--- src/hw/cpu_pkg.sv ---
package cpu_pkg;

    // default sizes, overridden from the top level
    localparam int unsigned XLEN      = 32;
    localparam int unsigned PHYS_REGS = 128;
    localparam int unsigned ROB_DEPTH = 64;
    localparam int unsigned WB_WIDTH  = 4;

    localparam int unsigned PRF_TAG_W = $clog2(PHYS_REGS);
    localparam int unsigned ROB_IDX_W = $clog2(ROB_DEPTH);

    typedef logic [PRF_TAG_W-1:0] prf_tag_t;
    typedef logic [ROB_IDX_W-1:0] rob_idx_t;

    // result from one function unit
    typedef struct packed {
        logic            valid;
        logic [XLEN-1:0] value;
        prf_tag_t        dest_prf;
        rob_idx_t        rob_idx;
        logic            exception;
        logic            mispred;
        logic            is_jtype;
        logic [XLEN-1:0] jtype_value;
    } fu_wb_t;

    // load data coming back from the LSQ
    typedef struct packed {
        logic            valid;
        rob_idx_t        rob_idx;
        logic [XLEN-1:0] data;
        prf_tag_t        dest_prf;
    } load_wb_t;

    typedef struct packed {
        logic            valid;
        rob_idx_t        rob_idx;
        logic            exception;
        logic            mispred;
        logic [XLEN-1:0] value;
    } rob_wb_t;

    typedef struct packed {
        logic            valid;
        prf_tag_t        phys_tag;
        logic [XLEN-1:0] value;
    } cdb_entry_t;

    typedef struct packed {
        logic            valid;
        rob_idx_t        rob_idx;
        logic [XLEN-1:0] value;
        logic            exception;
        logic            mispred;
    } commit_t;

endpackage

--- src/hw/load_wb_queue.sv ---
`timescale 1ns/100ps

module load_wb_queue #(
    parameter int unsigned LQ_WB_DEPTH = 4
)(
    input  logic              clock,
    input  logic              rst_n_i,
    input  cpu_pkg::load_wb_t push_i,
    input  logic              pop_i,
    output cpu_pkg::load_wb_t head_o,
    output logic              overflow_o
);

    import cpu_pkg::*;

    localparam int unsigned PTR_W = (LQ_WB_DEPTH > 1) ? $clog2(LQ_WB_DEPTH) : 1;
    localparam int unsigned CNT_W = $clog2(LQ_WB_DEPTH + 1);
    localparam logic [CNT_W-1:0] FULL_CNT = CNT_W'(LQ_WB_DEPTH);

    load_wb_t          mem [LQ_WB_DEPTH];
    logic [PTR_W-1:0]  rd_ptr;
    logic [PTR_W-1:0]  wr_ptr;
    logic [CNT_W-1:0]  count;
    logic              do_push;
    logic              do_pop;

    function automatic logic [PTR_W-1:0] ptr_next(input logic [PTR_W-1:0] ptr);
        if (ptr == PTR_W'(LQ_WB_DEPTH - 1)) begin
            return '0;
        end
        return ptr + 1'b1;
    endfunction

    assign do_pop  = pop_i && (count != '0);
    // a pop in the same cycle frees the slot for a push into a full queue
    assign do_push = push_i.valid && ((count != FULL_CNT) || do_pop);

    always_ff @(posedge clock or negedge rst_n_i) begin
        if (!rst_n_i) begin
            rd_ptr     <= '0;
            wr_ptr     <= '0;
            count      <= '0;
            overflow_o <= 1'b0;
        end else begin
            if (do_push) begin
                wr_ptr <= ptr_next(wr_ptr);
            end
            if (do_pop) begin
                rd_ptr <= ptr_next(rd_ptr);
            end
            case ({do_push, do_pop})
                2'b10:   count <= count + 1'b1;
                2'b01:   count <= count - 1'b1;
                default: count <= count;
            endcase
            // sticky, load was lost
            if (push_i.valid && !do_push) begin
                overflow_o <= 1'b1;
            end
        end
    end

    always_ff @(posedge clock) begin
        if (do_push) begin
            mem[wr_ptr] <= push_i;
        end
    end

    always_comb begin
        head_o       = mem[rd_ptr];
        head_o.valid = (count != '0);
    end

    a_no_pop_empty: assert property (@(posedge clock) disable iff (!rst_n_i)
        pop_i |-> (count != '0))
        else $error("load_wb_queue: pop while empty");

endmodule

--- config.mk ---
export PLATFORM = sky130hd
export DESIGN_NAME = load_wb_queue
export DESIGN_NICKNAME = d
export VERILOG_FILES = /design/src/hw/cpu_pkg.sv /design/src/hw/load_wb_queue.sv
export SDC_FILE = /design/constraint.sdc
export NUM_CORES = 1
export LEC_CHECK = 0
export BUFFER_PORTS_ARGS = -buffer_cell sky130_fd_sc_hd__buf_2
export CORE_UTILIZATION = 55
export CTS_BUF_LIST = sky130_fd_sc_hd__clkbuf_2
export CTS_CLUSTER_DIAMETER = 120
export DETAILED_ROUTE_END_ITERATION = 8
export HOLD_SLACK_MARGIN = 0.05
export PLACE_DENSITY = 0.73
export SYNTH_ARGS = -nofsm -noshare
export SYNTH_HDL_FRONTEND = slang
export SYNTH_SLANG_ARGS = --single-unit
--- constraint.sdc ---
create_clock -name clock -period 3.9 [get_ports clock]
set_input_delay 0.195 -clock clock [delete_from_list [all_inputs] [get_ports clock]]
set_output_delay 0.195 -clock clock [all_outputs]
set_load 0.05 [all_outputs]
# Word-level counts from Yosys, hierarchy flattened
# Memories as Yosys holds them, arrays and structs flattened.
# Index checks and enable logic that the tools add are counted.
# totals
reg_bits,8
latch_bits,0
ramBits,184
rom_bits,0
output_inout_bits,47
n_memories,1
# classes
add_sub_neg,4
multipliers,0
n_div,0
n_lt_le_gt_ge,0
eq_ne,5
n_shift,0
n_mux,11
bitwise,0
reduce_logical,7
# mem_list
memory,words,word_bits,rd,rd_clocked_by_memory_dff,write_ports,line,source
mem,4,46,1,0,1,load_wb_queue.sv:20,load_wb_t mem [LQ_WB_DEPTH];
# op_table
cell,count
$mux W2,4
$eq A2 B2 Y1 const B,3
$mux W1,6
$pmux W3 S2,1
$add A2 B1 Y2 const B,2
$add A3 B1 Y3 const B,1
$logic_and A1 B1 Y1,3
$ne A3 B3 Y1 const B,1
$reduce_bool A3 Y1,1
$sub A3 B1 Y3 const B,1
$eq A2 B1 Y1 const B,1
$reduce_bool A2 Y1,1
$logic_not A1 Y1,1
$logic_or A1 B1 Y1,1

# Logic depth before layout (Yosys ltp)
# logic_depth
depth_word,6
depth_mapped,6
ltp_nobuf,6

# Worst setup path after synthesis
# Ideal clock, no wire load.
# synth_timing
path_kind,reg2reg
startpoint,register count[2]
endpoint,"memory mem[0][0] (netlist name), enable pin"
setup_time_ns,0.407
arrival_time_ns,1.875
required_ns,3.493
path_slack_ns,1.618
stages_incl_launch_ff,4
path_buffers,0
synth_period_minus_slack_ns,2.282
cell_sequence,dfrtp_1 > nor4b_4 > nor2b_2 > and2_1
# synth_between
elab_chain_cells,6
# synth_rtl
item,line,source
from (decl),load_wb_queue.sv:23,logic [CNT_W-1:0] count;
from (signal assigned),load_wb_queue.sv:52,2'b10: count <= count + 1'b1;
from (signal assigned),load_wb_queue.sv:53,2'b01: count <= count - 1'b1;
from (signal assigned),load_wb_queue.sv:54,default: count <= count;
$reduce_bool A3 Y1,load_wb_queue.sv:34,assign do_pop = pop_i && (count != '0);
$logic_and A1 B1 Y1,load_wb_queue.sv:34,
$logic_or A1 B1 Y1 (*),load_wb_queue.sv:36,assign do_push = push_i.valid && ((count != FULL_CNT) || do_pop);
$logic_and A1 B1 Y1 (*),load_wb_queue.sv:36,
$mux W1 (*),load_wb_queue.sv:64,if (do_push) begin
$mux W1 (implied by the code) (*),load_wb_queue.sv:65,mem[wr_ptr] <= push_i;
to (decl),load_wb_queue.sv:20,
# Mark *: on every way between the ends. The rest lies on a longest branch, timed or not.

==> impl_metrics.ini <==
[outcome]
status = completed

[cts]
cts_tree = yes
numCtsBuffers = 17
path_clk_slew_ns = 0.23
htree_levels = 4
cts.sinks = 188
cts.root.buffer_cell = clkbuf_2
post-cts-setup-buffers = 0
clk_latency_ns = 0.74
cts_resized = 0
cts_buffer_depth = 2

[power]
power_density_nw_per_um2 = 794
ir_worst_vdd_mv = 0.549
p_leak_nw = 2.96

[synth]
synth_cell_types = 28
netlist.area_leader.share_pct = 76.9
syn_avg_cell_area_um2 = 24.7
synth_common_cells = edfxtp_1 (180), mux4_2 (45), dfrtp_1 (8), inv_1 (6)
ys_warn_count = 0
ys_seq_area_share_pct = 79.8
syn_area_um2 = 7030
syn_inst = 285
syn-num-nets = 340
async_reset_ff_share_pct = 4.26
ys_top_cells_by_area = edfxtp_1 (77%), mux4_2 (14%), dfrtp_1 (2.8%)
synth-seq-cells = 188
yosysMostFrequentCell = edfxtp_1
synth_ff_type = edfxtp_1
synth_top_area_cell = edfxtp_1
synth-edff-count = 180

[global_routing]
grt_first_pass_wirelength_um = 18600
grt_usage_pct = 20.0
antenna_found_initial = 0
grt_max_degree = 49
use_met2_pct = 33.1
grt_busiest_layer = met2
grt_use_met3_pct = 5.59
grt_pass1_vias = 3587
grt_remaining_overflow = 0
use_met1_pct = 25.3

[final_layout]
area_growth_pct = 21.0
fill_cells = 819
layout.nets = 497
final_area_um2 = 8500
fin_cells = 623
antenna_cells = 0
drive_above_1_share_pct = 40.4

[timing]
hold_viol_final = 0
min_period_ns = 2.90
finalCritPeriodShare_pct = 74.3
setup_tns_ns = 0
clock_skew_ns = 0.0288
report.final.slew_viol_count = 0
slew_headroom_pct = 22.9
fmax_ghz = 0.345
rsz0062_at_grt = no
setup_viol = 0
worst_slack_ns = 1.00
worstMarginPinSlew_ns = 1.16

[placement]
io_buffer_count = 95
gp_congestion = 0.678
place_area_um2 = 7690
dp_cells = 541
place_worst_setup_slack_ns = 1.58
hpwl_um = 7130

[setup_path]
start_kind = flip-flop
cp-startpoint = rd_ptr[0]
required_ns = 3.70
worst-path-buf-inv = 1
cpPeakStageDelay_ns = 1.09
cp_max_fo = 48
r2r-start = count[2]
crit_arrival_ns = 2.70
cp_cell_sequence = mux4_2 -> buf_2
worst-setup-path-type = flip-flop to primary output
cp-end-kind = primary output
path_delay_family = flip-flops
crit_slowest_cell = dfrtp_4

[route]
first_pass_iters = 4
vias = 3404
vias_per_cell = 5.46
wl_per_cell_um = 19.4
first_iter_violations = 227
detail-route-antenna-nets = 0
drc = 0
wl_um = 12100

[hold_path]
hp-class = input port to flip-flop
min-delay-start = push_i[43]

[job]
maxCapViolations = 0

[floorplanning]
start_util_pct = 57.6
chipHeight_um = 115
ios = 96
coreArea_um2 = 12200
die-area_um2 = 13200
row_count = 40
fp.dieW_um = 115
[worst register-to-register path, stage by stage, from the launching register on]
cell     delay, ns
dfrtp_1       0.50
nor4b_4       0.17
nor2b_2       0.22
and2_2        0.65
buf_4         0.46
[where the power goes]
group	internal (mW)	switching, mW	total [mW]
Combinational	0.873	1.72	2.60
Clock	0.538	0.597	1.14
Sequential	2.66	0.359	3.02
Total	4.07	2.68	6.75
[cell type report]
class                           instances  area, um2  share of cell area, %
Tap cell                              168        210                   2.47
Sequential cell                       188       5610                   66.0
Inverter                                6       22.5                  0.265
Multi-Input combinational cell         80       1340                   15.8
Clock inverter                         15        225                   2.65
Clock buffer                           17       85.1                   1.00
Timing Repair Buffer                  149       1010                   11.8
[cells by family (layout without fill, tap and decap cells)]
logic type	Yosys count	in the layout	share of synthesized area [%]
flip-flops	188	188	79.8
multiplexers	49	49	15.1
buffers and inverters	17	187	1.21
AND/OR/NAND/NOR	15	15	1.53
AO/OA/AOI/OAI	7	7	0.890
adder cells (fa/ha/maj)	6	6	1.18
XOR/XNOR	3	3	0.374
[sequential cells by signal, summed over array words and instances (netlist names)]
register,count
count,3
mem,180
overflow_o,1
rd_ptr,2
wr_ptr,2
[cell usage in the layout (no fill, tap or decap)]
cell type / count
edfxtp_1: 180
buf_2: 95
dlygate4sd3_1: 50
mux4_2: 45
clkbuf_2: 17
inv_1: 6
bufinv_16: 6
dfrtp_1: 6
ha_1: 5
clkinv_1: 5
and2_2: 4
buf_4: 4
xor2_1: 3
mux2_2: 3
nand3_1: 2
o2111ai_1: 2
nor2_1: 2
clkinv_2: 2
nor4b_4: 1
nor2b_2: 1
nor3_1: 1
or2_2: 1
a22oi_1: 1
o21ai_0: 1
o31a_1: 1
mux2_1: 1
a21o_1: 1
nand2b_1: 1
nand3b_1: 1
o32ai_2: 1
or2b_1: 1
fa_1: 1
clkinvlp_4: 1
inv_6: 1
dfrtp_4: 1
dfrtp_2: 1
[path summary, 6_finish.rpt]
check | endpoint | slack (ns) | cells past startpoint
max | head_o[5] | 1.00 | 2
min | mem[0][43] | 0.19 | 2
max reg2reg | mem[3][24] | 1.58 | 4
min reg2reg | count[2] | 0.61 | 1
max in group asynchronous | rd_ptr[0] | 3.17 | 3
min in group asynchronous | wr_ptr[0] | 0.41 | 3
[through the flow]
step | hold slack [ns] | util (%) | total power, mW
after global routing | 0.140 | 69.6 | 7.04
after global placement | 0.0481 | 63.0 | 5.61
after floorplan | -0.101 | - | 5.05
final | 0.192 | 69.6 | 6.75
after CTS | 0.147 | 69.6 | 6.82
after detailed placement | 0.0533 | 63.0 | 5.66
[metal layers]
metal / up-vias / part of all wire (%)
met4: 0 / 1.9
met5: - / 0
li1: 1517 / -
met2: 121 / 52
met3: 17 / 5.8
met1: 1749 / 40
[what timing repair did]
item | CTS | global route
setup endpoints to repair | 0 | 0
endpoints found under the hold margin | 196 | 0
hold buffers | 50 | 0
Power figures use the tool's default switching activity.
