`src/hw/cpu_pkg.sv`:
```
package cpu_pkg;

    // default sizes, overridden from the top level
    localparam int unsigned XLEN      = 32;
    localparam int unsigned PHYS_REGS = 128;
    localparam int unsigned ROB_DEPTH = 64;
    localparam int unsigned WB_WIDTH  = 4;

    localparam int unsigned PRF_TAG_W = $clog2(PHYS_REGS);
    localparam int unsigned ROB_IDX_W = $clog2(ROB_DEPTH);

    typedef logic [PRF_TAG_W-1:0] prf_tag_t;
    typedef logic [ROB_IDX_W-1:0] rob_idx_t;

    // result from one function unit
    typedef struct packed {
        logic            valid;
        logic [XLEN-1:0] value;
        prf_tag_t        dest_prf;
        rob_idx_t        rob_idx;
        logic            exception;
        logic            mispred;
        logic            is_jtype;
        logic [XLEN-1:0] jtype_value;
    } fu_wb_t;

    // load data coming back from the LSQ
    typedef struct packed {
        logic            valid;
        rob_idx_t        rob_idx;
        logic [XLEN-1:0] data;
        prf_tag_t        dest_prf;
    } load_wb_t;

    typedef struct packed {
        logic            valid;
        rob_idx_t        rob_idx;
        logic            exception;
        logic            mispred;
        logic [XLEN-1:0] value;
    } rob_wb_t;

    typedef struct packed {
        logic            valid;
        prf_tag_t        phys_tag;
        logic [XLEN-1:0] value;
    } cdb_entry_t;

    typedef struct packed {
        logic            valid;
        rob_idx_t        rob_idx;
        logic [XLEN-1:0] value;
        logic            exception;
        logic            mispred;
    } commit_t;

endpackage

```
`src/hw/complete_stage.sv`:
```
`timescale 1ns/100ps

module complete_stage #(
    parameter int unsigned WB_WIDTH = cpu_pkg::WB_WIDTH
)(
    input  cpu_pkg::fu_wb_t     [WB_WIDTH-1:0]                    fu_wb_i,
    input  cpu_pkg::load_wb_t                                     load_i,
    output logic                                                  load_taken_o,
    output logic                [WB_WIDTH-1:0]                    prf_wr_en_o,
    output cpu_pkg::prf_tag_t   [WB_WIDTH-1:0]                    prf_waddr_o,
    output logic                [WB_WIDTH-1:0][cpu_pkg::XLEN-1:0] prf_wdata_o,
    output cpu_pkg::rob_wb_t    [WB_WIDTH-1:0]                    rob_wb_o,
    output cpu_pkg::cdb_entry_t [WB_WIDTH-1:0]                    cdb_o
);

    logic [WB_WIDTH-1:0] load_sel;

    // load goes to the lowest lane without an FU result
    always_comb begin
        load_sel = '0;
        for (int i = 0; i < WB_WIDTH; i++) begin
            if (load_i.valid && !fu_wb_i[i].valid && (load_sel == '0)) begin
                load_sel[i] = 1'b1;
            end
        end
    end

    assign load_taken_o = |load_sel;

    always_comb begin
        prf_wr_en_o = '0;
        prf_waddr_o = '0;
        prf_wdata_o = '0;
        rob_wb_o    = '0;
        cdb_o       = '0;

        for (int i = 0; i < WB_WIDTH; i++) begin
            if (fu_wb_i[i].valid) begin
                prf_wr_en_o[i] = 1'b1;
                prf_waddr_o[i] = fu_wb_i[i].dest_prf;
                prf_wdata_o[i] = fu_wb_i[i].value;

                rob_wb_o[i].valid     = 1'b1;
                rob_wb_o[i].rob_idx   = fu_wb_i[i].rob_idx;
                rob_wb_o[i].exception = fu_wb_i[i].exception;
                rob_wb_o[i].mispred   = fu_wb_i[i].mispred;
                // jumps report the target to the ROB, the link value to the PRF
                if (fu_wb_i[i].is_jtype) begin
                    rob_wb_o[i].value = fu_wb_i[i].jtype_value;
                end else begin
                    rob_wb_o[i].value = fu_wb_i[i].value;
                end

                cdb_o[i].valid    = 1'b1;
                cdb_o[i].phys_tag = fu_wb_i[i].dest_prf;
                cdb_o[i].value    = fu_wb_i[i].value;
            end else if (load_sel[i]) begin
                prf_wr_en_o[i] = 1'b1;
                prf_waddr_o[i] = load_i.dest_prf;
                prf_wdata_o[i] = load_i.data;

                rob_wb_o[i].valid   = 1'b1;
                rob_wb_o[i].rob_idx = load_i.rob_idx;
                rob_wb_o[i].value   = load_i.data;

                cdb_o[i].valid    = 1'b1;
                cdb_o[i].phys_tag = load_i.dest_prf;
                cdb_o[i].value    = load_i.data;
            end
        end
    end

endmodule

```
`config.mk`:
```
export PLATFORM = sky130hd
export DESIGN_NAME = complete_stage
export DESIGN_NICKNAME = d
export VERILOG_FILES = /design/src/hw/cpu_pkg.sv /design/src/hw/complete_stage.sv
export SDC_FILE = /design/constraint.sdc
export NUM_CORES = 1
export LEC_CHECK = 0
export BUFFER_PORTS_ARGS = -buffer_cell sky130_fd_sc_hd__buf_2
export CORE_AREA = 2 2 329 331
export DETAILED_ROUTE_END_ITERATION = 7
export DIE_AREA = 0 0 331 333
export GPL_ROUTABILITY_DRIVEN = 0
export PLACE_DENSITY = 0.3
export RECOVER_POWER = 25
export SLEW_MARGIN = 20
export SYNTH_ARGS = -nofsm -noshare
export SYNTH_HDL_FRONTEND = slang
export SYNTH_SLANG_ARGS = --single-unit
```
`constraint.sdc`:
```
create_clock -name vclk -period 1.5
set_input_delay 0.3 -clock vclk [all_inputs]
set_output_delay 0.3 -clock vclk [all_outputs]
set_load 0.05 [all_outputs]
```
### Yosys cells after proc, flatten, opt, wreduce, memory -nomap -nowiden

Cells that the tools add are included.

* register bits: 0
* output and inout port bits: 485
* input bits: 370

* reductions and logical operators: 14
* multiplexer cells: 56
* bitwise logic cells: 1

Operator list (count)
* $mux W32: 16
* $mux W40: 8
* $mux W7: 16
* $mux W1: 12
* $mux W2: 4
* $logic_and A1 B1 Y1: 7
* $logic_not A1 Y1: 4
* $reduce_or A4 Y1: 1
* $logic_not A3 Y1: 1
* $logic_not A2 Y1: 1
* $not A1 Y1: 1

### Depth between registers and ports, before layout

Gate-level depths: netlist of run 1.

* depth in word-level cells: 14
* gate-level depth with buffers: 7

### Worst setup path before layout of run 1

OpenSTA, ideal clock, no wires.

* path type: in2out
* start: input port load_i[45] in the netlist's numbering
* end: output port prf_waddr_o[21] in the netlist's numbering
* stages on the path: 5
* slack: -1161 ps
* required time: 1200 ps
* buffers on the path: 3
* data arrival time: 2361 ps
* cells stage by stage: buf_2 -> nand4_2 -> clkbuf_1 -> o21ai_0 -> buf_4

RTL lines
* start, declared: RTL line complete_stage.sv:7 `input cpu_pkg::load_wb_t load_i,`
* end, declared: RTL line complete_stage.sv:10 `output cpu_pkg::prf_tag_t [WB_WIDTH-1:0] prf_waddr_o,`

==> results.cfg, run 1 <==
[run_status]
status = finished with violations
violations = negative setup slack

[sta]
worst_pin_slew_ps = 425
rsz0062_at_grt = true
max_freq_mhz = 552
fin_hold_ws_ps = 956
setup-violations-final = 479
min_period_over_period_pct = 121
slew_violations = 0
timing.final.ws_setup_ps = -311
relSlewSlack_pct = 71.7
hold_viol = 0
finalCriticalPeriod_ps = 1810

[run]
drv_cap = 0

[die]
die_h_um = 333
die_area_sq_um = 110000
io_pins = 855
dieWidth_um = 331
initial_core_util_pct = 5.82
coreArea_sq_um = 107000
std_cell_rows = 120

[detailed_routing]
totalWireLength_um = 69900
drt_first_pass_iters = 4
postRouteAntennaNets = 0
dr_total_vias = 10299
drtIter0Drc = 341
routedWlPerCell_um = 22.8
avgViaCountPerCell = 3.36
remaining_drc_errors = 0

[yosys]
synthMostInstantiatedCell = a22o_1
ys_top_cells_by_count = a22o_1, buf_4, nand2_1
synth.top_cell.area_share_pct = 28.2
ys_top_cells_by_area = a22o_1, buf_4, mux2_2
seq_area_frac_synth_pct = 0
syn_avg_cell_area_sq_um = 7.25
yosysTopAreaCell = a22o_1
syn_nets = 1226
syn_inst = 856
synth_cell_type_count = 24
netlist_area_sq_um = 6210
yosys_warnings = 0

[critical_path]
crit_cells = 6
critPathBufInv = 4
worstPathMaxFanout = 29
startpoint_type = primary input
crit_required_ps = 1200
critical-path-top-delay-family = buffers and inverters
crit_top_cell = buf_12
slowest_stage = and4b_4
cpPeakStageDelay_ps = 370
cp_cell_sequence = buf_8 > and4b_4 > buf_16 > a22o_4 > buf_12 > buf_12
critPathCaptureType = output pin
arrival_ps = 1510
crit_type = primary input to output pin

[cells_and_area]
clockBufferCount = 0
nets = 2030
final_cells = 3067
fin_area_sq_um = 19100
register_area_sq_um = 0
nFlopsAndLatches = 0
drive_gt1_share_pct = 89.9
areaGrowthSynthToFinish_pct = 208

[power]
power.switching_mw = 5.96
p_comb_share_pct = 100.0
intPower_mw = 3.80
clockPowerShare_pct = 0
switching_share_pct = 61.1
seq_power_share_pct = 0
power_mw = 9.76
leakage_nw = 8.80
power_density_nw_per_um2 = 510
ir_drop_v = 0.000291

[global_routing]
track_usage_pct = 11.4
grt_pass1_wl_um = 88400
grt_max_degree = 46
antenna_found_initial = 7
grt_pass1_vias = 10877
grt_overflow = 0

[placement]
dpl.hpwl_um = 58000
port-buffer-count = 855
place_area_sq_um = 16600
dp.cells = 3029
place_ws_ps = -479

[worst_hold_path]
min_path_cells = 3
hp-class = primary input to output pin

[clock_network]
hold_buffers = 0
[cells by family (layout without fill, tap and decap cells)]
family	count (synthesis)	in the layout	synth area share, %
buffers and inverters	260	1062	27.4
AO/OA/AOI/OAI	319	319	38.6
multiplexers	128	128	22.4
other	0	6	0
AND/OR/NAND/NOR	149	149	11.6
[placed cells by master, fill, tap and decap left out, types with 13 or more instances in the layout]
| cell type | n |
|---|---|
| mux2i_1 | 33 |
| clkbuf_4 | 48 |
| nand2b_1 | 29 |
| mux2_2 | 68 |
| o22ai_4 | 32 |
| a22o_4 | 172 |
| buf_2 | 497 |
| buf_12 | 140 |
| a22o_2 | 28 |
| a21oi_4 | 13 |
| buf_16 | 13 |
| o21ai_4 | 61 |
| buf_6 | 168 |
| buf_8 | 32 |
| nand2_1 | 82 |
| buf_4 | 153 |
[power by group through the flow]
stage	sequential, mW	combinational, mW	clock, mW
global placement	0	8.79	0
detailed placement	0	8.78	0
CTS	0	9.42	0
global route	0	10.1	0.0000000109
floorplan	0	6.19	0
finish	0	9.76	0.000000107
[metal layers]
metal | track usage (%) | wire length (um) | part of all wire (%)
met1 | 14.5 | 29400 | 42
met4 | 0.863 | 904 | 1.3
met3 | 2.96 | 5930 | 8.5
met5 | 0 | 27 | 0.039
met2 | 19.9 | 33600 | 48
[path summary, 6_finish.rpt]
check | slack, ps | from | end
setup / recovery | -310 | fu_wb_i[242] | cdb_o[81]
hold / removal | 960 | fu_wb_i[118] | rob_wb_o[77]
[through the flow]
step | utilization (%) | TNS (ps)
floorplan | - | -39310
global placement | 15.6 | -143700
detailed placement | 15.6 | -152830
CTS | 16.9 | -110740
global route | 17.9 | -117600
finish | 18.0 | -99680
[layout make-up]
type | count | area [sq um]
antenna | 6 | 15.0
inverter | 1 | 11.3
multi-input combinational | 596 | 7570
timing repair buffer | 1061 | 9790
tap | 1403 | 1760
fill | 11850 | 87500
[what timing repair did]
action,in CTS,in global routing
setup endpoints to repair,483,484
buffers inserted,14,2
gates resized for setup,324,348
cloned,8,8
pin swaps,8,5
No activity file was read; power rests on OpenSTA's default activity.
==> run 2, diff against run 1 <==
--- a/config.mk
+++ b/config.mk
@@ -6,9 +6,9 @@
 export NUM_CORES = 1
 export LEC_CHECK = 0
 export BUFFER_PORTS_ARGS = -buffer_cell sky130_fd_sc_hd__buf_2
-export CORE_AREA = 2 2 329 331
+export CORE_AREA = 2 2 336 338
 export DETAILED_ROUTE_END_ITERATION = 7
-export DIE_AREA = 0 0 331 333
+export DIE_AREA = 0 0 338 340
 export GPL_ROUTABILITY_DRIVEN = 0
 export PLACE_DENSITY = 0.3
 export RECOVER_POWER = 25
==> constraint.sdc (replaced) <==
create_clock -name vclk -period 2.1
set_input_delay 0.42 -clock vclk [all_inputs]
set_output_delay 0.42 -clock vclk [all_outputs]
set_load 0.05 [all_outputs]
==> run 2 against run 1 <==
Effect of this change:
- the run still ends with negative setup slack left
- critical endpoint is now prf_wdata_o[60]
- final cell count is 0.20% higher
- critical path type unchanged
- core utilization down 4.5 points
- die area is 4.3% higher
- wire length fell by 1.1%
- sequential cell count unchanged
- global-route usage shrank 0.94 points
- via count is 5.3% lower
- combinational power fell by 40%
==> results.cfg, run 2 (synthesized netlist as in run 1, its figures left out) <==
[run_status]
status = finished with violations
violations = negative setup slack

[power]
ir_drop_v = 0.000144
power.switching_mw = 3.95
power_mw = 5.90
clockPowerShare_pct = 0
intPower_mw = 1.95
switching_share_pct = 66.9
p_comb_share_pct = 100.0
power_density_nw_per_um2 = 392
leakage_nw = 7.12
seq_power_share_pct = 0

[detailed_routing]
postRouteAntennaNets = 0
dr_total_vias = 9758
totalWireLength_um = 69200
routedWlPerCell_um = 22.5
remaining_drc_errors = 0
avgViaCountPerCell = 3.18
drtIter0Drc = 518
drt_first_pass_iters = 5

[critical_path]
startpoint_type = primary input
crit_required_ps = 1680
critical-path-top-delay-family = buffers and inverters
cp_cell_sequence = buf_4 > and3b_4 > buf_8 > buf_12 > a22o_2 > buf_4
critPathBufInv = 4
crit_cells = 6
arrival_ps = 1720
crit_type = primary input to output pin
critPathCaptureType = output pin
crit_top_cell = buf_4
cpPeakStageDelay_ps = 340
worstPathMaxFanout = 16
slowest_stage = and3b_4

[global_routing]
grt_pass1_vias = 9699
antenna_found_initial = 20
track_usage_pct = 10.4
grt_max_degree = 52
grt_overflow = 0
grt_pass1_wl_um = 82800

[placement]
place_ws_ps = -173
port-buffer-count = 855
dpl.hpwl_um = 57700
dp.cells = 3050

[sta]
finalCriticalPeriod_ps = 2140
max_freq_mhz = 467
slew_violations = 0
worst_pin_slew_ps = 609
relSlewSlack_pct = 59.6
tns_ps = -92.3
timing.final.ws_setup_ps = -39.3
rsz0062_at_grt = true
hold_viol = 0
setup-violations-final = 6
min_period_over_period_pct = 102

[worst_hold_path]
hp-class = primary input to output pin
whs_endpoint = rob_wb_o[121]
min_path_cells = 3
min_from = fu_wb_i[202]

[die]
die_h_um = 340
die_area_sq_um = 115000
initial_core_util_pct = 5.56
coreArea_sq_um = 112000
std_cell_rows = 123
dieWidth_um = 338
io_pins = 855

[cells_and_area]
layout_commonest_cell = buf_2
nFlopsAndLatches = 0
clockBufferCount = 0
final_cells = 3073
drive_gt1_share_pct = 79.6
final_cell_mix = buf_2, buf_4, a22o_1
nets = 1935
fill_cells = 12892
areaGrowthSynthToFinish_pct = 143
multi_input_area_sq_um = 5880
register_area_sq_um = 0

[clock_network]
hold_buffers = 0

[run]
drv_cap = 0
==> run 2: cell types whose count changed in the layout (fill, tap and decap cells not counted), sizes merged <==
cell and delta:
clkbuf -5, diode +4, bufbuf -2, buf -88
==> run 2: layout make-up <==
cell class / instances / area share (%)
Timing Repair Buffer: 966 / 48.3
Multi-Input combinational cell: 596 / 39.0
Tap cell: 1500 / 12.5
Antenna cell: 10 / 0.166
Inverter: 1 / 0.0249
==> run 2: timing repair <==
item	CTS	global route
gates cloned	0	7
buffers inserted	0	6
hold endpoints to repair	0	0
pin swaps	0	5
resized for setup	194	159
setup endpoints to repair	171	195
==> run 2: how the worst max path moves through the flow <==
stage,start,endpoint
4_1_cts,load_i[45],rob_wb_o[35]
3_5_place_dp,fu_wb_i[242],rob_wb_o[84]
6_report,fu_wb_i[161],prf_wdata_o[60]
2_1_floorplan,load_i[45],rob_wb_o[157]
3_3_place_gp,fu_wb_i[242],rob_wb_o[84]
5_1_grt,fu_wb_i[161],rob_wb_o[63]
==> run 2: layer usage <==
layer | wire length (um) | vias to the layer above | global-route usage [%]
met1 | 32200 | 4712 | 14.7
met4 | 862 | 4 | 0.806
met3 | 5840 | 31 | 2.61
li1 | - | 4464 | -
met5 | 21 | - | 0
met2 | 30200 | 547 | 16.6
==> run 2: power groups by stage <==
stage          logic, mW  clock network, mW  registers, mW
6_report            5.90        0.000000188              0
5_1_grt             6.13       0.0000000840              0
4_1_cts             5.79                  0              0
3_5_place_dp        5.61                  0              0
3_3_place_gp        5.64                  0              0
2_1_floorplan       3.79                  0              0
==> run 2: per-stage QoR <==
stage	utilization, %	area (sq um)	hold WS, ps
after global routing	13.5	15000	1240
after floorplan	-	7490	1030
after detailed placement	12.5	13900	1220
after global placement	12.5	13900	1230
after CTS	12.9	14400	1230
final	13.5	15100	1210
==> run 3, diff against run 2 <==
--- a/config.mk
+++ b/config.mk
@@ -10,6 +10,7 @@
 export DETAILED_ROUTE_END_ITERATION = 7
 export DIE_AREA = 0 0 338 340
 export GPL_ROUTABILITY_DRIVEN = 0
+export MAX_ROUTING_LAYER = met4
 export PLACE_DENSITY = 0.3
 export RECOVER_POWER = 25
 export SLEW_MARGIN = 20
==> run 3 against run 2 <==
Effect of this change:
- the flow still finishes with violations (negative setup slack)
- worst hold slack got worse by 1.3 ps
- fmax increased by 0.59%
- final cell count about the same
- setup slack improved by 13 ps
- wire length increased by 0.65%
- die area unchanged
- via count decreased by 0.36%
- non-clock buffer count increased by 1
- sequential cell count unchanged
- global-route usage increased by 0.31 points
- clock-buffer cell count unchanged
- core utilization decreased by 0.066 points
- critical path type unchanged
==> results.cfg, run 3 (synthesized netlist as in run 1, its figures left out) <==
[worst_hold_path]
min_path_cells = 3
hp-class = primary input to output pin
whs_endpoint = rob_wb_o[120]
min_from = fu_wb_i[201]

[die]
die_h_um = 340
initial_core_util_pct = 5.56
coreArea_sq_um = 112000
dieWidth_um = 338
std_cell_rows = 123
io_pins = 855
die_area_sq_um = 115000

[sta]
min_period_over_period_pct = 101
max_freq_mhz = 470
hold_viol = 0
slew_violations = 0
rsz0062_at_grt = true
worst_pin_slew_ps = 609
setup-violations-final = 5
timing.final.ws_setup_ps = -26.8
finalCriticalPeriod_ps = 2130
relSlewSlack_pct = 59.6

[critical_path]
critPathBufInv = 4
crit_type = primary input to output pin
cp_cell_sequence = buf_4 > and3b_4 > buf_8 > buf_16 > a22o_2 > buf_4
slowest_stage = and3b_4
cpPeakStageDelay_ps = 340
critical-path-top-delay-family = buffers and inverters
crit_required_ps = 1680
startpoint_type = primary input
crit_top_cell = buf_4
critPathCaptureType = output pin
arrival_ps = 1710
worstPathMaxFanout = 16

[run_status]
status = finished with violations
violations = negative setup slack

[global_routing]
grt_pass1_wl_um = 82800
grt_pass1_vias = 9734
track_usage_pct = 10.8
grt_overflow = 0
grt_max_degree = 52
antenna_found_initial = 21

[detailed_routing]
remaining_drc_errors = 0
routedWlPerCell_um = 22.7
avgViaCountPerCell = 3.17
dr_total_vias = 9723
drt_first_pass_iters = 5
drtIter0Drc = 446
postRouteAntennaNets = 0
totalWireLength_um = 69600

[cells_and_area]
fill_cells = 12902
clockBufferCount = 0
layout_commonest_cell = buf_2
register_area_sq_um = 0
nets = 1936
post-route-util_pct = 13.4
areaGrowthSynthToFinish_pct = 141
final_cell_mix = buf_2, buf_4, a22o_1
drive_gt1_share_pct = 79.5
fin_area_sq_um = 15000
nFlopsAndLatches = 0
final_cells = 3072

[placement]
place_area_sq_um = 13900
dp.cells = 3050
dpl.hpwl_um = 57700
port-buffer-count = 855

[power]
leakage_nw = 7.10
ir_drop_v = 0.000144
power_density_nw_per_um2 = 393

[run]
drv_cap = 0
[run 3: cell count changes in the layout (fill, tap and decap cells not counted), moves of 2 or more]
cell	delta
diode_2	-2
o22ai_1	+3
clkbuf_2	+42
buf_12	-8
a22o_4	+2
o22ai_2	-3
buf_2	-37
buf_6	+3
[run 3: power breakdown]
part	switching [mW]	total, mW	leakage, nW	internal, mW
clock network	0	0.0000000747	0.0000534	0.0000000746
logic	3.95	5.88	7.10	1.93
registers	0	0	0	0
[run 3: stage by stage]
| step | setup WS (ps) | hold slack (ps) | TNS, ps | power, mW |
|---|---|---|---|---|
| 2_1_floorplan | -343 | 1030 | -5320 | 3.79 |
| 3_3_place_gp | -169 | 1230 | -3610 | 5.64 |
| 3_5_place_dp | -173 | 1220 | -3730 | 5.61 |
| 4_1_cts | -73.6 | 1230 | -173 | 5.79 |
| 5_1_grt | -41.7 | 1230 | -1150 | 6.11 |
| 6_report | -26.8 | 1210 | -75.6 | 5.88 |
[run 3: area by class of cell]
cell class	count	area, sq um	share of cell area [%]
repair buffers	967	7210	48.1
multi-input cells	596	5880	39.2
well taps	1500	1880	12.5
diodes	8	20.0	0.134
inverters	1	3.75	0.0251
[run 3: worst max path at each step]
| stage | startpoint | endpoint | slack, ps | cells after the start |
|---|---|---|---|---|
| 2_1_floorplan | load_i[45] | rob_wb_o[157] | -340 | 4 |
| 3_3_place_gp | fu_wb_i[242] | rob_wb_o[84] | -170 | 5 |
| 3_5_place_dp | fu_wb_i[242] | rob_wb_o[84] | -170 | 5 |
| 4_1_cts | load_i[45] | rob_wb_o[35] | -70 | 6 |
| 5_1_grt | fu_wb_i[161] | rob_wb_o[63] | -40 | 6 |
| 6_report | fu_wb_i[161] | prf_wdata_o[60] | -30 | 6 |
[run 3: timing repair]
item,in CTS,in global routing
cloned,0,8
pin swaps,0,7
hold buffers,0,0
setup buffers,0,6
setup endpoints to repair,171,194
resized for setup,194,171
[run 3: per-layer routing]
layer / vias up / global-route usage [%] / wire length, um
met3: 22 / 2.42 / 5410
met2: 558 / 16.6 / 30600
li1: 4454 / - / -
met4: 0 / 0.806 / 650
met1: 4689 / 14.8 / 32900
met5: - / - / 0
